**config.mk**
```make
export PLATFORM = sky130hd
export DESIGN_NAME = hdc_item_top
export DESIGN_NICKNAME = d
export VERILOG_FILES = /design/src/source/hdc_item_pkg.sv /design/src/source/hv_stream_if.sv /design/src/source/hdc_item_top.sv /design/src/source/stream_out.sv /design/src/source/hv_fifo.sv /design/src/source/item_generator.sv /design/src/source/axil_csr.sv
export VERILOG_INCLUDE_DIRS = /design/src /design/src/include
export SDC_FILE = /design/constraint.sdc
export NUM_CORES = 1
export LEC_CHECK = 0
export BUFFER_PORTS_ARGS = -buffer_cell sky130_fd_sc_hd__buf_2
export CAP_MARGIN = 20
export CORE_MARGIN = 3
export CORE_UTILIZATION = 57
export DETAILED_ROUTE_END_ITERATION = 8
export PLACE_DENSITY = 0.76
export SETUP_SLACK_MARGIN = 0.3
export SLEW_MARGIN = 10
export SYNTH_ARGS = -nofsm -noshare
export SYNTH_HDL_FRONTEND = slang
export SYNTH_HIERARCHICAL = 1
export SYNTH_SLANG_ARGS = --single-unit
```
**constraint.sdc**
```tcl
create_clock -name AXIS_ACLK -period 2.8 [get_ports AXIS_ACLK]
set_input_delay 0.28 -clock AXIS_ACLK [delete_from_list [all_inputs] [get_ports AXIS_ACLK]]
set_output_delay 0.28 -clock AXIS_ACLK [all_outputs]
set_load 0.02 [all_outputs]
```
**src/include/hdc_item_config.svh**
```systemverilog
`ifndef HDC_ITEM_CONFIG_SVH
`define HDC_ITEM_CONFIG_SVH

// --------------------
// datapath sizes
// --------------------
// one xorshift word per item at 32 dimensions
`define HV_WIDTH            32
// up to 1023 items per run
`define ITEM_CNT_WIDTH      10
`define FIFO_DEPTH          4
// restart value of the generator, must be nonzero
`define XORSHIFT_SEED       32'h2545_f491

// --------------------
// register map
// --------------------
`define CSR_ADDR_BITS       12
`define REG_CTRL_OFFSET     12'h000
`define REG_COUNT_OFFSET    12'h004
`define REG_SENT_OFFSET     12'h008

`endif
```
**src/source/hdc_item_pkg.sv**
```systemverilog
`default_nettype none

`include "hdc_item_config.svh"

package hdc_item_pkg;

    // axi-lite slave states
    typedef enum logic [2:0] {
        st_idle,
        st_addr_only,
        st_data_only,
        st_write_resp,
        st_read_fetch,
        st_read_resp
    } csr_state_t;

    // decoded register select
    typedef enum logic [1:0] {
        sel_ctrl,
        sel_count,
        sel_sent,
        sel_none
    } csr_reg_t;

    typedef logic [`HV_WIDTH-1:0]       hv_t;
    typedef logic [`ITEM_CNT_WIDTH-1:0] item_cnt_t;

endpackage

`default_nettype wire

```
**src/source/hv_stream_if.sv**
```systemverilog
`timescale 1ns/100ps
`default_nettype none

// item handshake between generator, fifo and output stage
interface hv_stream_if import hdc_item_pkg::*; ();

    logic   valid;
    logic   ready;
    hv_t    data;
    // marks the final item of a run
    logic   last;

    // producer side
    modport source (
        output valid,
        output data,
        output last,
        input  ready
    );

    // consumer side
    modport sink (
        input  valid,
        input  data,
        input  last,
        output ready
    );

endinterface

`default_nettype wire

```
**src/source/hdc_item_top.sv**
```systemverilog
`timescale 1ns/100ps
`default_nettype none

module hdc_item_top import hdc_item_pkg::*; (
    input  wire         AXIS_ACLK,
    input  wire         S_AXI_ARESETN,
    // axi-lite slave
    input  wire [31:0]  s_axi_awaddr,
    input  wire         s_axi_awvalid,
    output wire         s_axi_awready,
    input  wire [31:0]  s_axi_wdata,
    input  wire [3:0]   s_axi_wstrb,
    input  wire         s_axi_wvalid,
    output wire         s_axi_wready,
    output wire         s_axi_bvalid,
    input  wire         s_axi_bready,
    input  wire [31:0]  s_axi_araddr,
    input  wire         s_axi_arvalid,
    output wire         s_axi_arready,
    output wire [31:0]  s_axi_rdata,
    output wire         s_axi_rvalid,
    input  wire         s_axi_rready,
    // axi-stream master
    output wire hv_t    m_axis_tdata,
    output wire         m_axis_tvalid,
    output wire         m_axis_tlast,
    input  wire         m_axis_tready
);

    wire            gen_start;
    wire            run_done;
    item_cnt_t      item_count;
    item_cnt_t      sent_count;

    hv_stream_if gen_to_fifo ();
    hv_stream_if fifo_to_out ();

    // --------------------
    // control
    // --------------------
    axil_csr axil_csr_inst (
        .AXIS_ACLK     (AXIS_ACLK),
        .S_AXI_ARESETN (S_AXI_ARESETN),
        .s_axi_awaddr  (s_axi_awaddr),
        .s_axi_awvalid (s_axi_awvalid),
        .s_axi_awready (s_axi_awready),
        .s_axi_wdata   (s_axi_wdata),
        .s_axi_wstrb   (s_axi_wstrb),
        .s_axi_wvalid  (s_axi_wvalid),
        .s_axi_wready  (s_axi_wready),
        .s_axi_bvalid  (s_axi_bvalid),
        .s_axi_bready  (s_axi_bready),
        .s_axi_araddr  (s_axi_araddr),
        .s_axi_arvalid (s_axi_arvalid),
        .s_axi_arready (s_axi_arready),
        .s_axi_rdata   (s_axi_rdata),
        .s_axi_rvalid  (s_axi_rvalid),
        .s_axi_rready  (s_axi_rready),
        .run_done      (run_done),
        .sent_count    (sent_count),
        .gen_start     (gen_start),
        .item_count    (item_count)
    );

    // --------------------
    // item path
    // --------------------
    item_generator item_generator_inst (
        .AXIS_ACLK     (AXIS_ACLK),
        .S_AXI_ARESETN (S_AXI_ARESETN),
        .gen_start     (gen_start),
        .item_count    (item_count),
        .hv_out        (gen_to_fifo.source)
    );

    hv_fifo hv_fifo_inst (
        .AXIS_ACLK     (AXIS_ACLK),
        .S_AXI_ARESETN (S_AXI_ARESETN),
        .hv_in         (gen_to_fifo.sink),
        .hv_out        (fifo_to_out.source)
    );

    stream_out stream_out_inst (
        .AXIS_ACLK     (AXIS_ACLK),
        .S_AXI_ARESETN (S_AXI_ARESETN),
        .gen_start     (gen_start),
        .hv_in         (fifo_to_out.sink),
        .m_axis_tdata  (m_axis_tdata),
        .m_axis_tvalid (m_axis_tvalid),
        .m_axis_tlast  (m_axis_tlast),
        .m_axis_tready (m_axis_tready),
        .run_done      (run_done),
        .sent_count    (sent_count)
    );

endmodule

`default_nettype wire

```
**src/source/stream_out.sv**
```systemverilog
`timescale 1ns/100ps
`default_nettype none

module stream_out import hdc_item_pkg::*; (
    input  wire         AXIS_ACLK,
    input  wire         S_AXI_ARESETN,
    input  wire         gen_start,
    hv_stream_if.sink   hv_in,
    output hv_t         m_axis_tdata,
    output logic        m_axis_tvalid,
    output logic        m_axis_tlast,
    input  wire         m_axis_tready,
    output logic        run_done,
    output item_cnt_t   sent_count
);

    logic   beat;

    // refill when empty or the held item leaves
    assign hv_in.ready = !m_axis_tvalid || m_axis_tready;
    assign beat        = m_axis_tvalid && m_axis_tready;
    assign run_done    = beat && m_axis_tlast;

    // --------------------
    // holding register
    // --------------------
    always_ff @(posedge AXIS_ACLK) begin
        if (!S_AXI_ARESETN)
            m_axis_tvalid <= 1'b0;
        else if (hv_in.ready)
            m_axis_tvalid <= hv_in.valid;
    end

    always_ff @(posedge AXIS_ACLK) begin
        if (hv_in.ready && hv_in.valid) begin
            m_axis_tdata <= hv_in.data;
            m_axis_tlast <= hv_in.last;
        end
    end

    // delivered items this run
    always_ff @(posedge AXIS_ACLK) begin
        if (!S_AXI_ARESETN)
            sent_count <= '0;
        else if (gen_start)
            sent_count <= '0;
        else if (beat)
            sent_count <= sent_count + 1'b1;
    end

    a_hold_stable: assert property (@(posedge AXIS_ACLK) disable iff (!S_AXI_ARESETN)
        m_axis_tvalid && !m_axis_tready |=>
            m_axis_tvalid && $stable(m_axis_tdata) && $stable(m_axis_tlast));

endmodule

`default_nettype wire

```
**src/source/hv_fifo.sv**
```systemverilog
`timescale 1ns/100ps
`default_nettype none

`include "hdc_item_config.svh"

module hv_fifo import hdc_item_pkg::*; #(
    parameter int depth = `FIFO_DEPTH
) (
    input  wire         AXIS_ACLK,
    input  wire         S_AXI_ARESETN,
    hv_stream_if.sink   hv_in,
    hv_stream_if.source hv_out
);

    localparam int ptr_w = $clog2(depth);
    localparam int fill_w = ptr_w + 1;
    localparam logic [fill_w-1:0] full_lvl = fill_w'(depth);

    hv_t                data_mem [depth];
    logic               last_mem [depth];
    logic [ptr_w-1:0]   wr_ptr;
    logic [ptr_w-1:0]   rd_ptr;
    logic [fill_w-1:0]  fill;
    logic               push;
    logic               pop;

    assign hv_in.ready  = (fill != full_lvl);
    assign hv_out.valid = (fill != '0);
    // head entry straight from storage
    assign hv_out.data  = data_mem[rd_ptr];
    assign hv_out.last  = last_mem[rd_ptr];

    assign push = hv_in.valid && hv_in.ready;
    assign pop  = hv_out.valid && hv_out.ready;

    // pointers wrap on their own, depth is a power of two
    always_ff @(posedge AXIS_ACLK) begin
        if (!S_AXI_ARESETN) begin
            wr_ptr <= '0;
            rd_ptr <= '0;
            fill   <= '0;
        end else begin
            if (push)
                wr_ptr <= wr_ptr + 1'b1;
            if (pop)
                rd_ptr <= rd_ptr + 1'b1;
            if (push && !pop)
                fill <= fill + 1'b1;
            else if (pop && !push)
                fill <= fill - 1'b1;
        end
    end

    always_ff @(posedge AXIS_ACLK) begin
        if (push) begin
            data_mem[wr_ptr] <= hv_in.data;
            last_mem[wr_ptr] <= hv_in.last;
        end
    end

    // fill never passes the buffer size
    a_fill_bound: assert property (@(posedge AXIS_ACLK) disable iff (!S_AXI_ARESETN)
        fill <= full_lvl);
    // pointer distance tracks the fill count
    a_ptr_gap: assert property (@(posedge AXIS_ACLK) disable iff (!S_AXI_ARESETN)
        (wr_ptr - rd_ptr) == fill[ptr_w-1:0]);

endmodule

`default_nettype wire

```
**src/source/item_generator.sv**
```systemverilog
`timescale 1ns/100ps
`default_nettype none

`include "hdc_item_config.svh"

module item_generator import hdc_item_pkg::*; (
    input  wire             AXIS_ACLK,
    input  wire             S_AXI_ARESETN,
    input  wire             gen_start,
    input  wire item_cnt_t  item_count,
    hv_stream_if.source     hv_out
);

    hv_t        xs_state;
    hv_t        xs_next;
    logic       busy;
    item_cnt_t  item_idx;
    logic       fire;

    // xorshift32, shifts 13 / 17 / 5
    function automatic hv_t xorshift32(input hv_t s);
        hv_t x;
        x = s ^ (s << 13);
        x = x ^ (x >> 17);
        x = x ^ (x << 5);
        return x;
    endfunction

    // first item is the successor of the seed
    assign xs_next = xorshift32(xs_state);

    assign hv_out.valid = busy;
    assign hv_out.data  = xs_next;
    // item_idx counts from 0, so item number is idx + 1
    assign hv_out.last  = (item_cnt_t'(item_idx + 1'b1) == item_count);

    assign fire = hv_out.valid && hv_out.ready;

    always_ff @(posedge AXIS_ACLK) begin
        if (!S_AXI_ARESETN) begin
            busy     <= 1'b0;
            item_idx <= '0;
        end else if (gen_start) begin
            busy     <= 1'b1;
            item_idx <= '0;
        end else if (fire) begin
            item_idx <= item_idx + 1'b1;
            if (hv_out.last)
                busy <= 1'b0;
        end
    end

    // prng state, stalls with back-pressure
    always_ff @(posedge AXIS_ACLK) begin
        if (gen_start)
            xs_state <= `XORSHIFT_SEED;
        else if (fire)
            xs_state <= xs_next;
    end

    // csr must not restart a run in flight
    a_no_restart: assert property (@(posedge AXIS_ACLK) disable iff (!S_AXI_ARESETN)
        gen_start |-> !busy);

endmodule

`default_nettype wire

```
**src/source/axil_csr.sv**
```systemverilog
`timescale 1ns/100ps
`default_nettype none

`include "hdc_item_config.svh"

module axil_csr import hdc_item_pkg::*; (
    input  wire         AXIS_ACLK,
    input  wire         S_AXI_ARESETN,
    input  wire [31:0]  s_axi_awaddr,
    input  wire         s_axi_awvalid,
    output logic        s_axi_awready,
    input  wire [31:0]  s_axi_wdata,
    input  wire [3:0]   s_axi_wstrb,
    input  wire         s_axi_wvalid,
    output logic        s_axi_wready,
    output logic        s_axi_bvalid,
    input  wire         s_axi_bready,
    input  wire [31:0]  s_axi_araddr,
    input  wire         s_axi_arvalid,
    output logic        s_axi_arready,
    output logic [31:0] s_axi_rdata,
    output logic        s_axi_rvalid,
    input  wire         s_axi_rready,
    input  wire         run_done,
    input  wire item_cnt_t sent_count,
    output logic        gen_start,
    output item_cnt_t   item_count
);

    csr_state_t                     state;
    logic [`CSR_ADDR_BITS-1:2]      wr_addr;
    logic [`CSR_ADDR_BITS-1:2]      rd_addr;
    logic [31:0]                    wr_data;
    logic [1:0]                     wr_strb;
    logic                           wr_accept;
    logic                           wr_commit;
    logic                           gen_bit;
    csr_reg_t                       wr_sel;
    csr_reg_t                       rd_sel;

    // word offsets only, anything with bits 11:10 set falls to sel_none
    function automatic csr_reg_t decode(input logic [`CSR_ADDR_BITS-1:2] addr);
        case ({addr, 2'b00})
            `REG_CTRL_OFFSET:  return sel_ctrl;
            `REG_COUNT_OFFSET: return sel_count;
            `REG_SENT_OFFSET:  return sel_sent;
            default:           return sel_none;
        endcase
    endfunction

    // --------------------
    // handshake
    // --------------------
    assign s_axi_awready = (state == st_idle) || (state == st_data_only);
    assign s_axi_wready  = (state == st_idle) || (state == st_addr_only);
    // a pending write wins over a read in idle
    assign s_axi_arready = (state == st_idle) && !s_axi_awvalid && !s_axi_wvalid;
    assign s_axi_bvalid  = (state == st_write_resp);
    assign s_axi_rvalid  = (state == st_read_resp);

    // both halves of the write are in after this edge
    assign wr_accept = ((state == st_idle) && s_axi_awvalid && s_axi_wvalid) ||
                       ((state == st_addr_only) && s_axi_wvalid) ||
                       ((state == st_data_only) && s_axi_awvalid);

    always_ff @(posedge AXIS_ACLK) begin
        if (!S_AXI_ARESETN) begin
            state     <= st_idle;
            wr_commit <= 1'b0;
        end else begin
            // first write_resp cycle applies the write
            wr_commit <= wr_accept;
            case (state)
                st_idle: begin
                    if (wr_accept)
                        state <= st_write_resp;
                    else if (s_axi_awvalid)
                        state <= st_addr_only;
                    else if (s_axi_wvalid)
                        state <= st_data_only;
                    else if (s_axi_arvalid)
                        state <= st_read_fetch;
                end
                st_addr_only:  if (wr_accept) state <= st_write_resp;
                st_data_only:  if (wr_accept) state <= st_write_resp;
                st_write_resp: if (s_axi_bready) state <= st_idle;
                st_read_fetch: state <= st_read_resp;
                st_read_resp:  if (s_axi_rready) state <= st_idle;
                default:       state <= st_idle;
            endcase
        end
    end

    // address and data capture
    always_ff @(posedge AXIS_ACLK) begin
        if (s_axi_awvalid && s_axi_awready)
            wr_addr <= s_axi_awaddr[`CSR_ADDR_BITS-1:2];
        if (s_axi_wvalid && s_axi_wready) begin
            wr_data <= s_axi_wdata;
            wr_strb <= s_axi_wstrb[1:0];
        end
        if (s_axi_arvalid && s_axi_arready)
            rd_addr <= s_axi_araddr[`CSR_ADDR_BITS-1:2];
    end

    assign wr_sel = decode(wr_addr);
    assign rd_sel = decode(rd_addr);

    // --------------------
    // registers
    // --------------------
    // start only from idle with something to generate
    assign gen_start = wr_commit && (wr_sel == sel_ctrl) && wr_strb[0] && wr_data[0] &&
                       !gen_bit && (item_count != '0);

    always_ff @(posedge AXIS_ACLK) begin
        if (!S_AXI_ARESETN) begin
            gen_bit    <= 1'b0;
            item_count <= '0;
        end else begin
            if (run_done)
                gen_bit <= 1'b0;
            else if (gen_start)
                gen_bit <= 1'b1;
            // count frozen during a run
            if (wr_commit && (wr_sel == sel_count) && !gen_bit) begin
                if (wr_strb[0])
                    item_count[7:0] <= wr_data[7:0];
                if (wr_strb[1])
                    item_count[`ITEM_CNT_WIDTH-1:8] <= wr_data[`ITEM_CNT_WIDTH-1:8];
            end
        end
    end

    // read word, zero for unmapped
    always_ff @(posedge AXIS_ACLK) begin
        if (state == st_read_fetch) begin
            s_axi_rdata <= '0;
            case (rd_sel)
                sel_ctrl:  s_axi_rdata[0] <= gen_bit;
                sel_count: s_axi_rdata[`ITEM_CNT_WIDTH-1:0] <= item_count;
                sel_sent:  s_axi_rdata[`ITEM_CNT_WIDTH-1:0] <= sent_count;
                default:   ;
            endcase
        end
    end

    // end of run only arrives while a run is open
    a_done_in_run: assert property (@(posedge AXIS_ACLK) disable iff (!S_AXI_ARESETN)
        run_done |-> gen_bit);

endmodule

`default_nettype wire

```
==> out/metrics.cfg, run 1 <==
[grt]
grt.total_usage_pct = 20.00
antenna_found_initial = 0
gr-usage-met3_pct = 3.028
gr-total-overflow = 0
use_met1_pct = 25.30
grt_max_degree = 46
grt_pass1_wl_um = 35580
grt_pass1_vias = 6905
busiest_layer = met2
met2_usage_pct = 35.75

[placed_design]
dpl_cell_area_mm2 = 0.01245
portBuffers = 88
post-place-ws_ns = 0.4238
gp_congestion = 0.8601
detailed_place_hpwl_um = 13590
placedCellCount = 1146

[final_layout]
final_layout_size_suffix_gt1_share_pct = 20.50
final_util_pct = 68.79
fin_cells = 1231
syn_to_final_growth_pct = 15.94
fin_area_mm2 = 0.01365
antennaDiodeCount = 0
layout_common_cells = edfxtp_1 (207), buf_2 (88), dfxtp_1 (77)
final_common_cell = edfxtp_1
nets = 1063

[route]
final_antenna_net_count = 0
firstDrtPassIters = 5
wl_um = 21970
num_vias = 6880
drt-wirelength-per-cell_um = 17.85
drcViolationCount = 0
first_iter_violations = 439
viasPerCell = 5.589

[floorplan]
start_util_pct = 59.33
core_mm2 = 0.01985
pin_count = 179
rows = 51
die_w_um = 149.7
fp.dieArea_mm2 = 0.02242
die_y_um = 149.7

[power_and_ir_drop]
fin_total_pwr_mw = 10.52
ir_drop_mv = 0.5673
p_leak_nw = 4.818
p_per_area_mw_per_mm2 = 770.7

[worst_setup_path]
slowest_stage = or4_1
crit_arrival_ns = 2.71
critPathTopFamily = simple AND/OR/NAND/NOR gates
crit_buf_inv = 1
crit_chain = nor4_2, nand4b_1, inv_1, ha_2, a22o_1, nor2_1, or4_1, o21ai_0
max_stage_delay_ns = 0.43
worst_setup_path_start_kind = register
cp-end-kind = register
critPathKind = register to register
cp_max_fo = 10
worstPathRequired_ns = 3.16

[timing]
post-route-min-period_ns = 2.353
whs_ns = 0.1009
grt_setup_unrepaired = no
relSlewSlack_pct = 43.34
final_hold_viol_count = 0
slew_viol_final = 0
setup_viol = 0
fmax_ghz = 0.4251
finalCritPeriodShare_pct = 84.02
worst_pin_slew_ns = 0.8499
tns_ns = 0
postLayoutSetupSlackWorst_ns = 0.4474
fin_worst_skew_ns = 0.009936

[cts]
clock-root-buffer = clkbuf_16
clk_pin_slew_ns = 0.06
clock_latency_ns = 0.53
cts_tree = yes
htreeDepth = 1
clock_path_buffers = 3
cts_sinks = 285
cts_made_buffers = 28

[synth]
synth-edff-count = 207
yosys_warnings = 6
synth_seq_cells = 285
synthFlopType = edfxtp_1
synth.cell_area_mm2 = 0.01178
synthArstFlopShare_pct = 0
ys_types = 67
synth.avg_cell_area_um2 = 14.59
postSynthCellCount = 807
ys_seq_area_share_pct = 66.05

[worst_hold_path]
min_path_type = input port to register

[run_status]
outcome = finished clean

[job]
drv_cap = 0

-- per-layer routing --
metal | up-vias | part of all wire, % | routed length [µm]
met2 | 191 | 52 | 11500
met3 | 38 | 4.6 | 1017
li1 | 3228 | - | -
met1 | 3423 | 41 | 8924
met5 | - | 0 | 0
met4 | 0 | 2.4 | 531
-- final timing paths --
kind | from | endpoint | slack, ns | depth (start not counted)
worst max-delay path | axil_csr_inst/rd_addr[11]$_DFFE_PP_ | axil_csr_inst/s_axi_rdata[0]$_DFFE_PN_ | 0.45 | 8
worst min register to register | item_generator_inst/xs_state[24]$_SDFFE_PP1P_ | item_generator_inst/xs_state[24]$_SDFFE_PP1P_ | 0.49 | 2
worst max register to register | axil_csr_inst/rd_addr[11]$_DFFE_PP_ | axil_csr_inst/s_axi_rdata[0]$_DFFE_PN_ | 0.45 | 8
worst min-delay path | m_axis_tready | stream_out_inst/sent_count[1]$_SDFFE_PP0P_ | 0.10 | 3
-- cells by family (layout without fill, tap and decap cells) --
kind of cell / Yosys count / in the layout / synth area share [%]
buf+inv: 67 / 205 / 3.411
mux: 47 / 47 / 7.512
flops: 285 / 285 / 66.05
xor+xnor: 93 / 93 / 7.172
compound gates: 78 / 78 / 4.591
fa+ha+maj: 11 / 11 / 1.233
other cells: 1 / 22 / 0.03185
simple gates: 225 / 225 / 9.999
-- repair_timing --
item / CTS / global route
endpoints found under the setup margin: 0 / 1
buffers inserted: 0 / 0
gates resized for setup: 0 / 3
hold buffers: 33 / 0
endpoints found under the hold margin: 33 / 0
-- where the power goes --
group          total [mW]  internal [mW]  switching, mW
Sequential           5.28           5.04          0.247
Combinational        1.78          0.760           1.02
Clock                3.46           1.99           1.47
-- sequential cells by signal, summed over array words and instances (netlist names), 4 cells and up, named ones only --
name,flops
axil_csr_inst/item_count,10
axil_csr_inst/wr_data,10
axil_csr_inst/rd_addr,10
item_generator_inst/item_idx,10
axil_csr_inst/s_axi_rdata,10
stream_out_inst/m_axis_tdata,32
stream_out_inst/sent_count,10
item_generator_inst/xs_state,32
axil_csr_inst/wr_addr,10
hv_fifo_inst/data_mem,128
hv_fifo_inst/last_mem,4
-- synthesized netlist by cell type (4+ instances only) --
cell type,number,share of area [%]
buf_2,9,0.38
a22oi_1,9,0.57
mux2i_1,13,1.1
xor2_1,29,2.2
or3_1,13,0.69
nor2_1,53,1.7
clkbuf_1,18,0.57
buf_4,22,1.4
nor3_1,15,0.64
nand2_1,46,1.5
ha_1,10,1.1
nand3_1,25,1.1
nor2b_1,11,0.58
nor4_1,5,0.27
o21ai_0,20,0.85
xnor2_1,60,4.5
inv_1,12,0.38
edfxtp_1,207,53
a21oi_1,21,0.89
nand4_1,5,0.27
o31ai_1,4,0.26
mux4_2,33,6.3
and2_1,20,1.1
nand2b_1,9,0.48
or4_1,5,0.32
dfxtp_1,78,13
-- worst min-delay path: cells and delay by family --
kind	cells	cell delay [ns]
simple gates	1	0.09
buf+inv	1	0.15
compound gates	1	0.05
-- cell type report --
class,count,area [µm²]
clock buffer,46,819.5
inverter,12,45.04
sequential,285,7779
multi-input combinational,476,3697
fill,1322,6193
timing repair buffer,141,945.9
clock inverter,6,33.78
tap,265,331.6
Note: power is estimated with default switching activity, not from simulation.
==> run 2: changes to the inputs <==
--- a/config.mk
+++ b/config.mk
@@ -9,9 +9,9 @@
 export BUFFER_PORTS_ARGS = -buffer_cell sky130_fd_sc_hd__buf_2
 export CAP_MARGIN = 20
 export CORE_MARGIN = 3
-export CORE_UTILIZATION = 57
+export CORE_UTILIZATION = 51
 export DETAILED_ROUTE_END_ITERATION = 8
-export PLACE_DENSITY = 0.76
+export PLACE_DENSITY = 0.72
 export SETUP_SLACK_MARGIN = 0.3
 export SLEW_MARGIN = 10
 export SYNTH_ARGS = -nofsm -noshare
==> constraint.sdc (replaced) <==
create_clock -name AXIS_ACLK -period 2.14 [get_ports AXIS_ACLK]
set_input_delay 0.214 -clock AXIS_ACLK [delete_from_list [all_inputs] [get_ports AXIS_ACLK]]
set_output_delay 0.214 -clock AXIS_ACLK [all_outputs]
set_load 0.02 [all_outputs]
==> out/metrics.cfg, run 2 (synthesis results as in run 1) <==
[worst_setup_path]
max_stage_delay_ns = 0.42  ; about the same
crit_arrival_ns = 2.56  ; -0.15 ns
worst_setup_path_start_kind = register
worstPathRequired_ns = 2.53  ; -0.63 ns
cp-end-kind = register
critPathKind = register to register
crit_chain = nor4_4, buf_4, nand4b_1, inv_1, ha_2, a22o_1, nor2_1, or4_1, o21ai_2
cp_max_fo = 2  ; -8
slowest_stage = edfxtp_1

[final_layout]
syn_to_final_growth_pct = 25.53
fin_cells = 1288  ; +4.6%
final_common_cell = edfxtp_1
max_flop_register = hv_fifo_inst/data_mem
multiInputGateArea_mm2 = 0.004269  ; +15%
layout_common_cells = edfxtp_1 (207), buf_2 (88), dfxtp_1 (69)
reg_top3 = hv_fifo_inst/data_mem: 128 flops, item_generator_inst/xs_state: 32 flops, stream_out_inst/m_axis_tdata: 32 flops
final_layout_size_suffix_gt1_share_pct = 34.03  ; +14 points
antennaDiodeCount = 0  ; unchanged
nets = 1104  ; +3.9%
num-fill-cells = 1469  ; +11%
regArea_mm2 = 0.007804  ; +0.32%
largest_register_ff_count = 128  ; unchanged

[power_and_ir_drop]
ir_drop_mv = 0.5805  ; +2.3%
p_leak_nw = 5.429  ; +13%
p_per_area_mw_per_mm2 = 964.4  ; +25%
fin_total_pwr_mw = 14.26  ; +35%

[route]
first_iter_violations = 510  ; +16%
final_antenna_net_count = 0  ; unchanged
drcViolationCount = 0  ; unchanged
drt-wirelength-per-cell_um = 18.67  ; +4.6%
firstDrtPassIters = 4  ; -1
wl_um = 24050  ; +9.5%
num_vias = 7074  ; +2.8%
viasPerCell = 5.492  ; -1.7%

[cts]
clk_pin_slew_ns = 0.06  ; about the same
clock-root-buffer = clkbuf_16
cts_tree = yes
clock_path_buffers = 3  ; unchanged
cts_made_buffers = 29  ; +3.6%
htreeDepth = 1  ; unchanged
clock_latency_ns = 0.55  ; +0.02 ns
cts_sinks = 285  ; unchanged

[grt]
grt_max_degree = 46  ; unchanged
grt.total_usage_pct = 18.64  ; -1.4 points
grt_pass1_vias = 7061  ; +2.3%
antenna_found_initial = 1  ; +1
gr-total-overflow = 0  ; unchanged
grt_pass1_wl_um = 36850  ; +3.6%

[floorplan]
start_util_pct = 52.97  ; -6.4 points
fp.dieArea_mm2 = 0.02495  ; +11%
pin_count = 179  ; unchanged
die_w_um = 158.0  ; +5.5%
die_y_um = 158.0  ; +5.5%
rows = 54  ; +5.9%
core_mm2 = 0.02223  ; +12%

[placed_design]
detailed_place_hpwl_um = 13820  ; +1.7%
portBuffers = 88  ; unchanged
placedCellCount = 1173  ; +2.4%
gp_congestion = 0.8006  ; -6.9%

[timing]
setup_viol = 1  ; +1
fin_worst_skew_ns = 0.01581  ; +0.005870 ns
slew_viol_final = 0  ; unchanged
final_hold_viol_count = 0  ; unchanged
post-route-min-period_ns = 2.178  ; -0.1747 ns
grt_setup_unrepaired = yes
relSlewSlack_pct = 61.12  ; +18 points
tns_ns = -0.03789  ; -0.03789 ns
postLayoutSetupSlackWorst_ns = -0.03789  ; -0.4853 ns
fmax_ghz = 0.4592  ; +8.0%
worst_pin_slew_ns = 0.5832  ; -0.2668 ns
finalCritPeriodShare_pct = 101.8  ; +18 points

[run_status]
failed_checks = setup timing
outcome = finished, violations left

[worst_hold_path]
min_path_type = input port to register

[job]
drv_cap = 0  ; unchanged

run 2: per-layer routing:
layer / track usage (%) / share of wire (%) / vias up
met3: 3.116 / 4.8 / 44
met2: 32.12 / 51 / 204
li1: - / - / 3306
met5: 0 / 0.054 / -
met4: 5.203 / 2.2 / 2
met1: 24.70 / 41 / 3518
run 2: metrics by stage:
step | cell area [µm²] | worst slack (ns) | util, % | hold slack, ns
floorplan | 11940 | 0.07717 | - | 0.3129
global placement | 12670 | 0.02209 | 57.01 | 0.3905
detailed placement | 12670 | -0.03226 | 57.01 | 0.3921
CTS | 14220 | 0.004596 | 63.99 | 0.006621
global route | 14780 | -0.2014 | 66.50 | 0.1058
finish | 14780 | -0.03789 | 66.50 | 0.08548
run 2: layout make-up:
| cell class | instances | area share (%) |
|---|---|---|
| Sequential cell | 285 | 52.79 |
| Multi-Input combinational cell | 478 | 28.88 |
| Timing Repair Buffer | 179 | 9.286 |
| Clock buffer | 35 | 5.129 |
| Tap cell | 280 | 2.370 |
| Clock inverter | 19 | 1.210 |
| Inverter | 12 | 0.3301 |
run 2: repair_timing:
item	4_1_cts	5_1_grt
endpoints found under the setup margin	55	77
setup buffers	15	6
hold buffers	34	0
cloned	1	5
pin swaps	12	26
resized for setup	34	97
endpoints found under the hold margin	34	0
run 2: path summary, 6_finish.rpt:
| path | slack [ns] | endpoint | from | depth (start not counted) |
|---|---|---|---|---|
| max reg2reg | -0.04 | axil_csr_inst/s_axi_rdata[0]$_DFFE_PN_ | axil_csr_inst/rd_addr[8]$_DFFE_PP_ | 9 |
| max | -0.04 | axil_csr_inst/s_axi_rdata[0]$_DFFE_PN_ | axil_csr_inst/rd_addr[8]$_DFFE_PP_ | 9 |
| min | 0.09 | axil_csr_inst/state[2]$_SDFFE_PN0P_ | s_axi_arvalid | 3 |
| min reg2reg | 0.48 | axil_csr_inst/item_count[9]$_SDFFE_PN0P_ | axil_csr_inst/wr_data[9]$_DFFE_PP_ | 2 |
run 2: where the power goes:
| part | internal [mW] | switching (mW) | leakage, nW | total (mW) |
|---|---|---|---|---|
| Clock | 2.88 | 2.03 | 0.455 | 4.92 |
| Sequential | 6.62 | 0.295 | 2.62 | 6.91 |
| Combinational | 0.956 | 1.47 | 2.35 | 2.43 |
run 2: worst max-delay path: cells and delay by family (launching register included):
kind            cells  cell delay, ns
buf+inv             2            0.25
fa+ha+maj           1            0.17
flops               1            0.42
compound gates      2            0.25
simple gates        4            0.94
